[src/hdl/mem_port_pkg.sv]
// shared types, ID encodings and source indices for the memory port mux
// every design module imports this package inside its body
package mem_port_pkg;

    // --------------------------------------------------
    // payload widths
    // --------------------------------------------------
    typedef logic [31:0] addr_t;
    typedef logic [3:0]  axi_id_t;
    typedef logic [63:0] data_t;
    typedef logic [1:0]  resp_t;
    typedef logic [1:0]  src_sel_t;

    // source slots, lower index wins first after reset
    localparam int       N_SRC      = 3;
    localparam src_sel_t SRC_DCACHE = 2'd0;
    localparam src_sel_t SRC_BYPASS = 2'd1;
    localparam src_sel_t SRC_ICACHE = 2'd2;

    // fixed IDs per requester
    localparam axi_id_t ID_ICACHE      = 4'b0000;
    localparam axi_id_t ID_DCACHE      = 4'b1100;
    localparam axi_id_t ID_BYPASS_BASE = 4'b1000; // 10xx, four IDs

    // write addresses still waiting for their data
    localparam int W_QUEUE_DEPTH = 4;

    // unknown IDs fall back to the dcache slot
    function automatic src_sel_t id_to_src(axi_id_t id);
        src_sel_t src;
        if (id == ID_ICACHE) begin
            src = SRC_ICACHE;
        end else if (id[3:2] == ID_BYPASS_BASE[3:2]) begin
            src = SRC_BYPASS;
        end else begin
            src = SRC_DCACHE;
        end
        return src;
    endfunction

endpackage

[src/hdl/mem_port_mux.sv]
// top of the shared memory port for dcache, bypass and icache
// arbitrates AR and AW, orders W by accepted AW, routes R and B by ID
`timescale 1ns/1ps

module mem_port_mux (
    input  logic                           clk_i,
    input  logic                           rst_n_i,
    // source side, index by SRC_*
    input  logic [mem_port_pkg::N_SRC-1:0] ar_valid_i,
    input  mem_port_pkg::axi_id_t          ar_id_i [mem_port_pkg::N_SRC],
    input  mem_port_pkg::addr_t            ar_addr_i [mem_port_pkg::N_SRC],
    output logic [mem_port_pkg::N_SRC-1:0] ar_ready_o,
    input  logic [mem_port_pkg::N_SRC-1:0] aw_valid_i,
    input  mem_port_pkg::axi_id_t          aw_id_i [mem_port_pkg::N_SRC],
    input  mem_port_pkg::addr_t            aw_addr_i [mem_port_pkg::N_SRC],
    output logic [mem_port_pkg::N_SRC-1:0] aw_ready_o,
    input  logic [mem_port_pkg::N_SRC-1:0] w_valid_i,
    input  mem_port_pkg::data_t            w_data_i [mem_port_pkg::N_SRC],
    input  logic [mem_port_pkg::N_SRC-1:0] w_last_i,
    output logic [mem_port_pkg::N_SRC-1:0] w_ready_o,
    output logic [mem_port_pkg::N_SRC-1:0] r_valid_o,
    input  logic [mem_port_pkg::N_SRC-1:0] r_ready_i,
    output logic [mem_port_pkg::N_SRC-1:0] b_valid_o,
    input  logic [mem_port_pkg::N_SRC-1:0] b_ready_i,
    // broadcast response payload
    output mem_port_pkg::axi_id_t          r_id_o,
    output mem_port_pkg::data_t            r_data_o,
    output logic                           r_last_o,
    output mem_port_pkg::axi_id_t          b_id_o,
    output mem_port_pkg::resp_t            b_resp_o,
    // memory side
    output logic                           mem_ar_valid_o,
    output mem_port_pkg::axi_id_t          mem_ar_id_o,
    output mem_port_pkg::addr_t            mem_ar_addr_o,
    input  logic                           mem_ar_ready_i,
    output logic                           mem_aw_valid_o,
    output mem_port_pkg::axi_id_t          mem_aw_id_o,
    output mem_port_pkg::addr_t            mem_aw_addr_o,
    input  logic                           mem_aw_ready_i,
    output logic                           mem_w_valid_o,
    output mem_port_pkg::data_t            mem_w_data_o,
    output logic                           mem_w_last_o,
    input  logic                           mem_w_ready_i,
    input  logic                           mem_r_valid_i,
    input  mem_port_pkg::axi_id_t          mem_r_id_i,
    input  mem_port_pkg::data_t            mem_r_data_i,
    input  logic                           mem_r_last_i,
    output logic                           mem_r_ready_o,
    input  logic                           mem_b_valid_i,
    input  mem_port_pkg::axi_id_t          mem_b_id_i,
    input  mem_port_pkg::resp_t            mem_b_resp_i,
    output logic                           mem_b_ready_o
);
    import mem_port_pkg::*;

    logic    aw_arb_valid; // arbiter to write route control
    axi_id_t aw_arb_id;
    addr_t   aw_arb_addr;
    logic    aw_arb_ready;

    // --------------------------------------------------
    // address arbitration
    // --------------------------------------------------
    req_arbiter i_ar_arbiter (
        .clk_i       (clk_i),
        .rst_n_i     (rst_n_i),
        .req_valid_i (ar_valid_i),
        .req_id_i    (ar_id_i),
        .req_addr_i  (ar_addr_i),
        .req_ready_o (ar_ready_o),
        .out_valid_o (mem_ar_valid_o),
        .out_id_o    (mem_ar_id_o),
        .out_addr_o  (mem_ar_addr_o),
        .out_ready_i (mem_ar_ready_i)
    );

    req_arbiter i_aw_arbiter (
        .clk_i       (clk_i),
        .rst_n_i     (rst_n_i),
        .req_valid_i (aw_valid_i),
        .req_id_i    (aw_id_i),
        .req_addr_i  (aw_addr_i),
        .req_ready_o (aw_ready_o),
        .out_valid_o (aw_arb_valid),
        .out_id_o    (aw_arb_id),
        .out_addr_o  (aw_arb_addr),
        .out_ready_i (aw_arb_ready)
    );

    write_route_ctrl i_write_route_ctrl (
        .clk_i          (clk_i),
        .rst_n_i        (rst_n_i),
        .aw_valid_i     (aw_arb_valid),
        .aw_id_i        (aw_arb_id),
        .aw_addr_i      (aw_arb_addr),
        .aw_ready_o     (aw_arb_ready),
        .mem_aw_valid_o (mem_aw_valid_o),
        .mem_aw_id_o    (mem_aw_id_o),
        .mem_aw_addr_o  (mem_aw_addr_o),
        .mem_aw_ready_i (mem_aw_ready_i),
        .src_w_valid_i  (w_valid_i),
        .src_w_data_i   (w_data_i),
        .src_w_last_i   (w_last_i),
        .src_w_ready_o  (w_ready_o),
        .mem_w_valid_o  (mem_w_valid_o),
        .mem_w_data_o   (mem_w_data_o),
        .mem_w_last_o   (mem_w_last_o),
        .mem_w_ready_i  (mem_w_ready_i)
    );

    // --------------------------------------------------
    // responses, payload to everyone
    // --------------------------------------------------
    assign r_id_o   = mem_r_id_i;
    assign r_data_o = mem_r_data_i;
    assign r_last_o = mem_r_last_i;
    assign b_id_o   = mem_b_id_i;
    assign b_resp_o = mem_b_resp_i;

    resp_router i_r_router (
        .in_valid_i  (mem_r_valid_i),
        .in_id_i     (mem_r_id_i),
        .in_ready_o  (mem_r_ready_o),
        .out_valid_o (r_valid_o),
        .out_ready_i (r_ready_i),
        .clk_i       (clk_i),
        .rst_n_i     (rst_n_i)
    );

    resp_router i_b_router (
        .in_valid_i  (mem_b_valid_i),
        .in_id_i     (mem_b_id_i),
        .in_ready_o  (mem_b_ready_o),
        .out_valid_o (b_valid_o),
        .out_ready_i (b_ready_i),
        .clk_i       (clk_i),
        .rst_n_i     (rst_n_i)
    );

endmodule

[src/hdl/req_arbiter.sv]
// round-robin arbiter for three address requesters onto one port
// the grant is held until the downstream side accepts the offer
`timescale 1ns/1ps

module req_arbiter (
    input  logic                           clk_i,
    input  logic                           rst_n_i,
    input  logic [mem_port_pkg::N_SRC-1:0] req_valid_i,
    input  mem_port_pkg::axi_id_t          req_id_i [mem_port_pkg::N_SRC],
    input  mem_port_pkg::addr_t            req_addr_i [mem_port_pkg::N_SRC],
    output logic [mem_port_pkg::N_SRC-1:0] req_ready_o,
    output logic                           out_valid_o,
    output mem_port_pkg::axi_id_t          out_id_o,
    output mem_port_pkg::addr_t            out_addr_o,
    input  logic                           out_ready_i
);
    import mem_port_pkg::*;

    src_sel_t rr_ptr_q;  // first slot searched
    src_sel_t grant_q;
    logic     lock_q;    // offer pending, keep grant_q
    src_sel_t rr_pick;
    src_sel_t grant;
    logic     xfer;

    // first valid source at or after the pointer
    always_comb begin
        int idx;
        logic found;
        rr_pick = rr_ptr_q;
        found   = 1'b0;
        for (int i = 0; i < N_SRC; i++) begin
            idx = (int'(rr_ptr_q) + i) % N_SRC;
            if (!found && req_valid_i[idx]) begin
                rr_pick = src_sel_t'(idx);
                found   = 1'b1;
            end
        end
    end

    assign grant       = lock_q ? grant_q : rr_pick;
    assign out_valid_o = req_valid_i[grant];
    assign out_id_o    = req_id_i[grant];
    assign out_addr_o  = req_addr_i[grant];
    assign xfer        = out_valid_o & out_ready_i;

    always_comb begin
        req_ready_o        = '0;
        req_ready_o[grant] = xfer; // only the granted source
    end

    always_ff @(posedge clk_i or negedge rst_n_i) begin
        if (!rst_n_i) begin
            rr_ptr_q <= SRC_DCACHE;
            grant_q  <= SRC_DCACHE;
            lock_q   <= 1'b0;
        end else begin
            lock_q  <= out_valid_o & ~out_ready_i;
            grant_q <= grant;
            if (xfer) begin
                rr_ptr_q <= (grant == src_sel_t'(N_SRC - 1)) ? '0 : src_sel_t'(grant + 2'd1);
            end
        end
    end

    a_offer_stable: assert property (@(posedge clk_i) disable iff (!rst_n_i)
        out_valid_o && !out_ready_i |=> out_valid_o && $stable(out_id_o) && $stable(out_addr_o))
        else $error("arbiter offer changed before it was accepted");

    for (genvar s = 0; s < N_SRC; s++) begin : g_id_chk
        a_src_id: assert property (@(posedge clk_i) disable iff (!rst_n_i)
            req_valid_i[s] |-> id_to_src(req_id_i[s]) == src_sel_t'(s)
                && (src_sel_t'(s) != SRC_DCACHE || req_id_i[s] == ID_DCACHE))
            else $error("source %0d offered unexpected ID %4b", s, req_id_i[s]);
    end

endmodule

[src/hdl/resp_router.sv]
// steers a response valid to one source by transaction ID
// only valid and ready pass through here as payload is broadcast elsewhere
`timescale 1ns/1ps

module resp_router (
    input  logic                           in_valid_i,
    input  mem_port_pkg::axi_id_t          in_id_i,
    output logic                           in_ready_o,
    output logic [mem_port_pkg::N_SRC-1:0] out_valid_o,
    input  logic [mem_port_pkg::N_SRC-1:0] out_ready_i,
    input  logic                           clk_i,
    input  logic                           rst_n_i
);
    import mem_port_pkg::*;

    src_sel_t dst_sel;

    assign dst_sel = id_to_src(in_id_i);

    // --------------------------------------------------
    // one-hot valid and ready from the addressed source
    // --------------------------------------------------
    always_comb begin
        out_valid_o          = '0;
        out_valid_o[dst_sel] = in_valid_i;
    end

    assign in_ready_o = out_ready_i[dst_sel];

    a_dst_held: assert property (@(posedge clk_i) disable iff (!rst_n_i)
        in_valid_i && !in_ready_o |=> $stable(out_valid_o))
        else $error("stalled response moved to another source");

endmodule

[src/hdl/write_route_ctrl.sv]
// forwards granted write addresses and steers write data in AW order
// a small queue of source selects replaces the missing WID
`timescale 1ns/1ps

module write_route_ctrl (
    input  logic                           clk_i,
    input  logic                           rst_n_i,
    input  logic                           aw_valid_i,
    input  mem_port_pkg::axi_id_t          aw_id_i,
    input  mem_port_pkg::addr_t            aw_addr_i,
    output logic                           aw_ready_o,
    output logic                           mem_aw_valid_o,
    output mem_port_pkg::axi_id_t          mem_aw_id_o,
    output mem_port_pkg::addr_t            mem_aw_addr_o,
    input  logic                           mem_aw_ready_i,
    input  logic [mem_port_pkg::N_SRC-1:0] src_w_valid_i,
    input  mem_port_pkg::data_t            src_w_data_i [mem_port_pkg::N_SRC],
    input  logic [mem_port_pkg::N_SRC-1:0] src_w_last_i,
    output logic [mem_port_pkg::N_SRC-1:0] src_w_ready_o,
    output logic                           mem_w_valid_o,
    output mem_port_pkg::data_t            mem_w_data_o,
    output logic                           mem_w_last_o,
    input  logic                           mem_w_ready_i
);
    import mem_port_pkg::*;

    typedef logic [$clog2(W_QUEUE_DEPTH)-1:0] q_ptr_t; // wraps naturally with power-of-two depth
    typedef logic [$clog2(W_QUEUE_DEPTH):0]   q_cnt_t;

    src_sel_t sel_mem_q [W_QUEUE_DEPTH];
    q_ptr_t   wr_ptr_q;
    q_ptr_t   rd_ptr_q;
    q_cnt_t   count_q;
    logic     q_full;
    logic     q_empty;
    logic     push;
    logic     pop;
    src_sel_t w_sel;

    assign q_full  = (count_q == q_cnt_t'(W_QUEUE_DEPTH));
    assign q_empty = (count_q == '0);

    // --------------------------------------------------
    // write address held back while the queue is full
    // --------------------------------------------------
    assign mem_aw_valid_o = aw_valid_i & ~q_full;
    assign mem_aw_id_o    = aw_id_i;
    assign mem_aw_addr_o  = aw_addr_i;
    assign aw_ready_o     = mem_aw_ready_i & ~q_full;

    assign push = mem_aw_valid_o & mem_aw_ready_i;
    assign pop  = mem_w_valid_o & mem_w_ready_i & mem_w_last_o; // burst done

    always_ff @(posedge clk_i) begin
        if (push) begin
            sel_mem_q[wr_ptr_q] <= id_to_src(mem_aw_id_o);
        end
    end

    always_ff @(posedge clk_i or negedge rst_n_i) begin
        if (!rst_n_i) begin
            wr_ptr_q <= '0;
            rd_ptr_q <= '0;
            count_q  <= '0;
        end else begin
            if (push) wr_ptr_q <= wr_ptr_q + 1'b1;
            if (pop) rd_ptr_q <= rd_ptr_q + 1'b1;
            if (push && !pop) begin
                count_q <= count_q + 1'b1;
            end else if (pop && !push) begin
                count_q <= count_q - 1'b1;
            end
        end
    end

    // --------------------------------------------------
    // write data mux with icache parked on it when idle
    // --------------------------------------------------
    assign w_sel         = q_empty ? SRC_ICACHE : sel_mem_q[rd_ptr_q];
    assign mem_w_valid_o = src_w_valid_i[w_sel];
    assign mem_w_data_o  = src_w_data_i[w_sel];
    assign mem_w_last_o  = src_w_last_i[w_sel];

    always_comb begin
        src_w_ready_o        = '0;
        src_w_ready_o[w_sel] = mem_w_ready_i & src_w_valid_i[w_sel];
    end

    // icache write data would slip through here
    a_no_pop_empty: assert property (@(posedge clk_i) disable iff (!rst_n_i)
        pop |-> !q_empty)
        else $error("write burst completed with no address queued");

endmodule

[config.mk]
export PLATFORM = sky130hd
export DESIGN_NAME = mem_port_mux
export DESIGN_NICKNAME = d
export VERILOG_FILES = /design/src/hdl/mem_port_pkg.sv /design/src/hdl/mem_port_mux.sv /design/src/hdl/req_arbiter.sv /design/src/hdl/resp_router.sv /design/src/hdl/write_route_ctrl.sv
export SDC_FILE = /design/constraint.sdc
export NUM_CORES = 1
export LEC_CHECK = 0
export BUFFER_PORTS_ARGS = -buffer_cell sky130_fd_sc_hd__buf_4
export CAP_MARGIN = 20
export CORE_AREA = 2 2 286 288
export CTS_CLUSTER_DIAMETER = 60
export DETAILED_ROUTE_END_ITERATION = 10
export DIE_AREA = 0 0 288 290
export HOLD_SLACK_MARGIN = 0.02
export SLEW_MARGIN = 10
export SYNTH_ARGS = -nofsm -noshare
export SYNTH_HDL_FRONTEND = slang
export SYNTH_HIERARCHICAL = 1
export SYNTH_SLANG_ARGS = --single-unit
[constraint.sdc]
create_clock -name clk_i -period 4.9 [get_ports clk_i]
set_input_delay 0.98 -clock clk_i [delete_from_list [all_inputs] [get_ports clk_i]]
set_output_delay 0.98 -clock clk_i [all_outputs]
set_load 0.01 [all_outputs]
==> out/results.tsv <==
stage	metric	value	unit
place	io_buffer_count	605	
critical_path	worstPathRequired	3.92	ns
min_path	holdPathEnd	i_write_route_ctrl/count_q[2]$_DFFE_PN0P_	
logic_synthesis	async_flop_share	68.00	%
min_path	hp-class	flop to flop	
timing	clock.fmax	222.9	MHz
timing	period_minus_slack	4.486	ns
cells_and_area	utilization	13.74	%
cells_and_area	fin_nets	1754	
die	start_util	7.711	%
route	antenna_left	0	
logic_synthesis	synthTopCellsByArea	mux2i_1 (23%), buf_4 (14%), o2bb2ai_2 (7.5%)	
place	place.gp.congestion	0.7995	
pwr	p_clk_share	2.9	%
logic_synthesis	synth.distinct_cells	76	
route	wl	34440	um
route	dr.pass1.iters	4	
clock_network	cts_max_path_buffers	2	
cells_and_area	drive_gt1_share	54.91	%
pwr	ir_worst_vdd	569.5	uV
critical_path	reg2reg_to	i_write_route_ctrl/count_q[1]$_DFFE_PN0P_	
logic_synthesis	syn_inst	770	
cells_and_area	fin_cells	2297	
logic_synthesis	synth_warnings	6	
cells_and_area	area_growth	78.20	%
route	drc	0	
route	drt_iter0_drc	216	
critical_path	reg2reg_slack	0.98	ns
logic_synthesis	synth-simple-area-share	15.75	%
route	via_per_inst	3.189	
global_routing	grt_max_degree	45	
timing	relSlewSlack	49.92	%
critical_path	worstSetupPathType	flop to primary output	
clock_network	clock-root-buffer	clkbuf_16	
clock_network	cts_setup_buffers	0	
min_path	hp-start	i_write_route_ctrl/count_q[2]$_DFFE_PN0P_	
die	dieArea	83520	um2
logic_synthesis	synth_top_area_share	23.16	%
place	placedCellCount	2287	
logic_synthesis	synth_fa_ha_area_share	2.955	%
die	die_y	290	um
logic_synthesis	seq_area_frac_synth	10.77	%
clock_network	hold_buffers	0	
logic_synthesis	synth_edf_count	8	
pwr	cellPowerDensity	665.0	nW/um2
clock_network	h-tree-depth	1	
pwr	share_comb_of_total_power	91.7	%
global_routing	antenna_found_initial	19	
die	ios	740	
place	hpwlAfterDp	30460	um
die	core_area	80160	um2
clock_network	cts_tree	yes	
logic_synthesis	ys_seq_elements	25	
clock_network	numCtsBuffers	3	
route	vias	7324	
critical_path	reg2reg_depth	14	
logic_synthesis	netlist_area	6181	um2
pwr	p_int	3.529	mW
global_routing	grt_pass1_wl	46320	um
logic_synthesis	synth_top_area_cell	mux2i_1	
pwr	switchingPower	3.795	mW
global_routing	grt_overflow	0	
logic_synthesis	synth_top_family_by_area	multiplexers	
clock_network	cts_sinks	25	
timing	fin_tns_setup	0	ns
pwr	switching_share	51.81	%
clock_network	cts.repair.resized	0	
cells_and_area	layout_common_cells	buf_4 (616), mux2i_1 (143), nand2_1 (115)	
logic_synthesis	synthMuxAreaShare	24.43	%
timing	worstMarginPinSlew	0.7512	ns
timing	setup_viol	0	
timing	rsz0062_at_grt	no	
die	rows	104	
route	wire_per_inst	14.99	um
logic_synthesis	syn-num-nets	1292	
global_routing	gr-usage-all-layers	7.531	%
clock_network	path_clk_slew	0.08	ns
logic_synthesis	synth_compound_area_share	23.70	%
pwr	seq_power_share	5.4	%
global_routing	grt_pass1_vias	7408	
logic_synthesis	synth_xor_area_share	0.8502	%
critical_path	worstPathArrival	3.51	ns
clock_network	clock_latency	0.28	ns
critical_path	start_kind	flop	
outcome	outcome	finished clean	
critical_path	worstReg2RegStart	i_aw_arbiter/rr_ptr_q[0]$_DFFE_PN0P_	
pwr	p_leak	5.149	nW
cells_and_area	final_common_cell	buf_4	
run	drv_cap	0	
timing	final_hold_viol_count	0	
critical_path	worst-path-max-fanout	36	
logic_synthesis	synth.avg_cell_area	8.027	um2
timing	final_max_slew_viol_count	0	
min_path	whs_path_depth	1	
critical_path	crit_path_end_kind	primary output	
die	chipWidth	288	um
timing	finalClockSkew	0.008443	ns
cells_and_area	fillers	9231	
logic_synthesis	synth_ff_type	dfrtp_1	
timing	fin_crit_sh	91.55	%
==> how the worst max path moves through the flow <==
stage | startpoint | slack [ns] | depth (start not counted) | endpoint
final | i_aw_arbiter/rr_ptr_q[0]$_DFFE_PN0P_ | 0.41 | 10 | mem_aw_id_o[1]
after global routing | i_aw_arbiter/rr_ptr_q[0]$_DFFE_PN0P_ | 0.21 | 10 | mem_aw_id_o[3]
after CTS | i_ar_arbiter/rr_ptr_q[0]$_DFFE_PN0P_ | 0.46 | 10 | mem_ar_addr_o[22]
after detailed placement | ar_valid_i[1] | 0.59 | 9 | mem_ar_addr_o[22]
after global placement | ar_valid_i[1] | 0.61 | 9 | mem_ar_addr_o[22]
after floorplan | ar_valid_i[1] | 1.28 | 8 | mem_ar_addr_o[10]
==> routing by layer <==
layer	GRT usage [%]	routed length [um]
met1	7.255	11810
met2	14.75	17900
met3	2.932	3887
met4	1.656	751
met5	0.3488	96
==> state kept, by name, indices dropped and copies added (netlist names) <==
register and flops:
i_ar_arbiter/grant_q 2, i_ar_arbiter/lock_q 1, i_ar_arbiter/rr_ptr_q 2, i_aw_arbiter/grant_q 2
i_aw_arbiter/lock_q 1, i_aw_arbiter/rr_ptr_q 2, i_write_route_ctrl/count_q 3, i_write_route_ctrl/rd_ptr_q 2
i_write_route_ctrl/sel_mem_q 8, i_write_route_ctrl/wr_ptr_q 2
==> power by group through the flow <==
| stage | clock network [mW] | logic [mW] | registers (mW) |
|---|---|---|---|
| 2_1_floorplan | 0 | 4.70 | 0.377 |
| 3_3_place_gp | 0 | 6.80 | 0.402 |
| 3_5_place_dp | 0 | 6.80 | 0.405 |
| 4_1_cts | 0.231 | 6.82 | 0.400 |
| 5_1_grt | 0.230 | 7.29 | 0.415 |
| 6_report | 0.210 | 6.72 | 0.398 |
==> synth_stat cells, types with 4 or more instances <==
| cell type | number |
|---|---|
| inv_1 | 20 |
| buf_4 | 119 |
| buf_2 | 17 |
| a21oi_1 | 10 |
| o2bb2ai_2 | 31 |
| ha_1 | 13 |
| nor2b_1 | 7 |
| edfxtp_1 | 8 |
| o2bb2ai_1 | 7 |
| or3_1 | 4 |
| nor2_1 | 21 |
| o21ai_1 | 56 |
| buf_12 | 6 |
| xnor2_1 | 4 |
| and3_1 | 6 |
| nand2_1 | 116 |
| o21ai_0 | 58 |
| dfrtp_1 | 17 |
| nand3_1 | 7 |
| buf_6 | 7 |
| clkbuf_1 | 8 |
| mux2i_1 | 143 |
| and2_1 | 5 |
==> critical path, cell delays in order, from the launching register on <==
cell     delay, ns
dfrtp_1       0.47
inv_1         0.10
ha_1          0.47
mux2i_1       0.14
o22ai_2       0.22
nor3_1        0.09
a21oi_1       0.33
nand2_4       0.43
mux2i_1       0.27
o21ai_0       0.44
buf_4         0.21
==> stage by stage <==
step,total power [mW],cell area [um2],worst slack [ns],hold WS (ns)
CTS,7.455,11000,0.4613,0.5257
global placement,7.198,10920,0.6113,0.4987
finish,7.324,11010,0.4141,0.5224
detailed placement,7.207,10920,0.5871,0.5127
global route,7.935,11000,0.2061,0.5704
floorplan,5.080,6181,1.280,0.4759
==> final cells by class <==
type | instances | area (um2) | share of cell area, %
Sequential cell | 25 | 665.6 | 6.043
Inverter | 21 | 83.83 | 0.7611
Clock inverter | 1 | 8.758 | 0.07952
Antenna cell | 6 | 15.01 | 0.1363
Timing Repair Buffer | 617 | 4644 | 42.17
Multi-Input combinational cell | 564 | 4195 | 38.09
Tap cell | 1060 | 1326 | 12.04
Clock buffer | 3 | 75.07 | 0.6816
==> cell families (layout without fill, tap and decap cells) <==
family          after synthesis  in the layout
buf+inv                     181            642
simple gates                198            198
compound gates              198            198
other cells                   0              6
flops                        25             25
xor+xnor                      6              6
fa+ha+maj                    14             14
mux                         148            148
No activity file was read; power rests on OpenSTA's default activity.
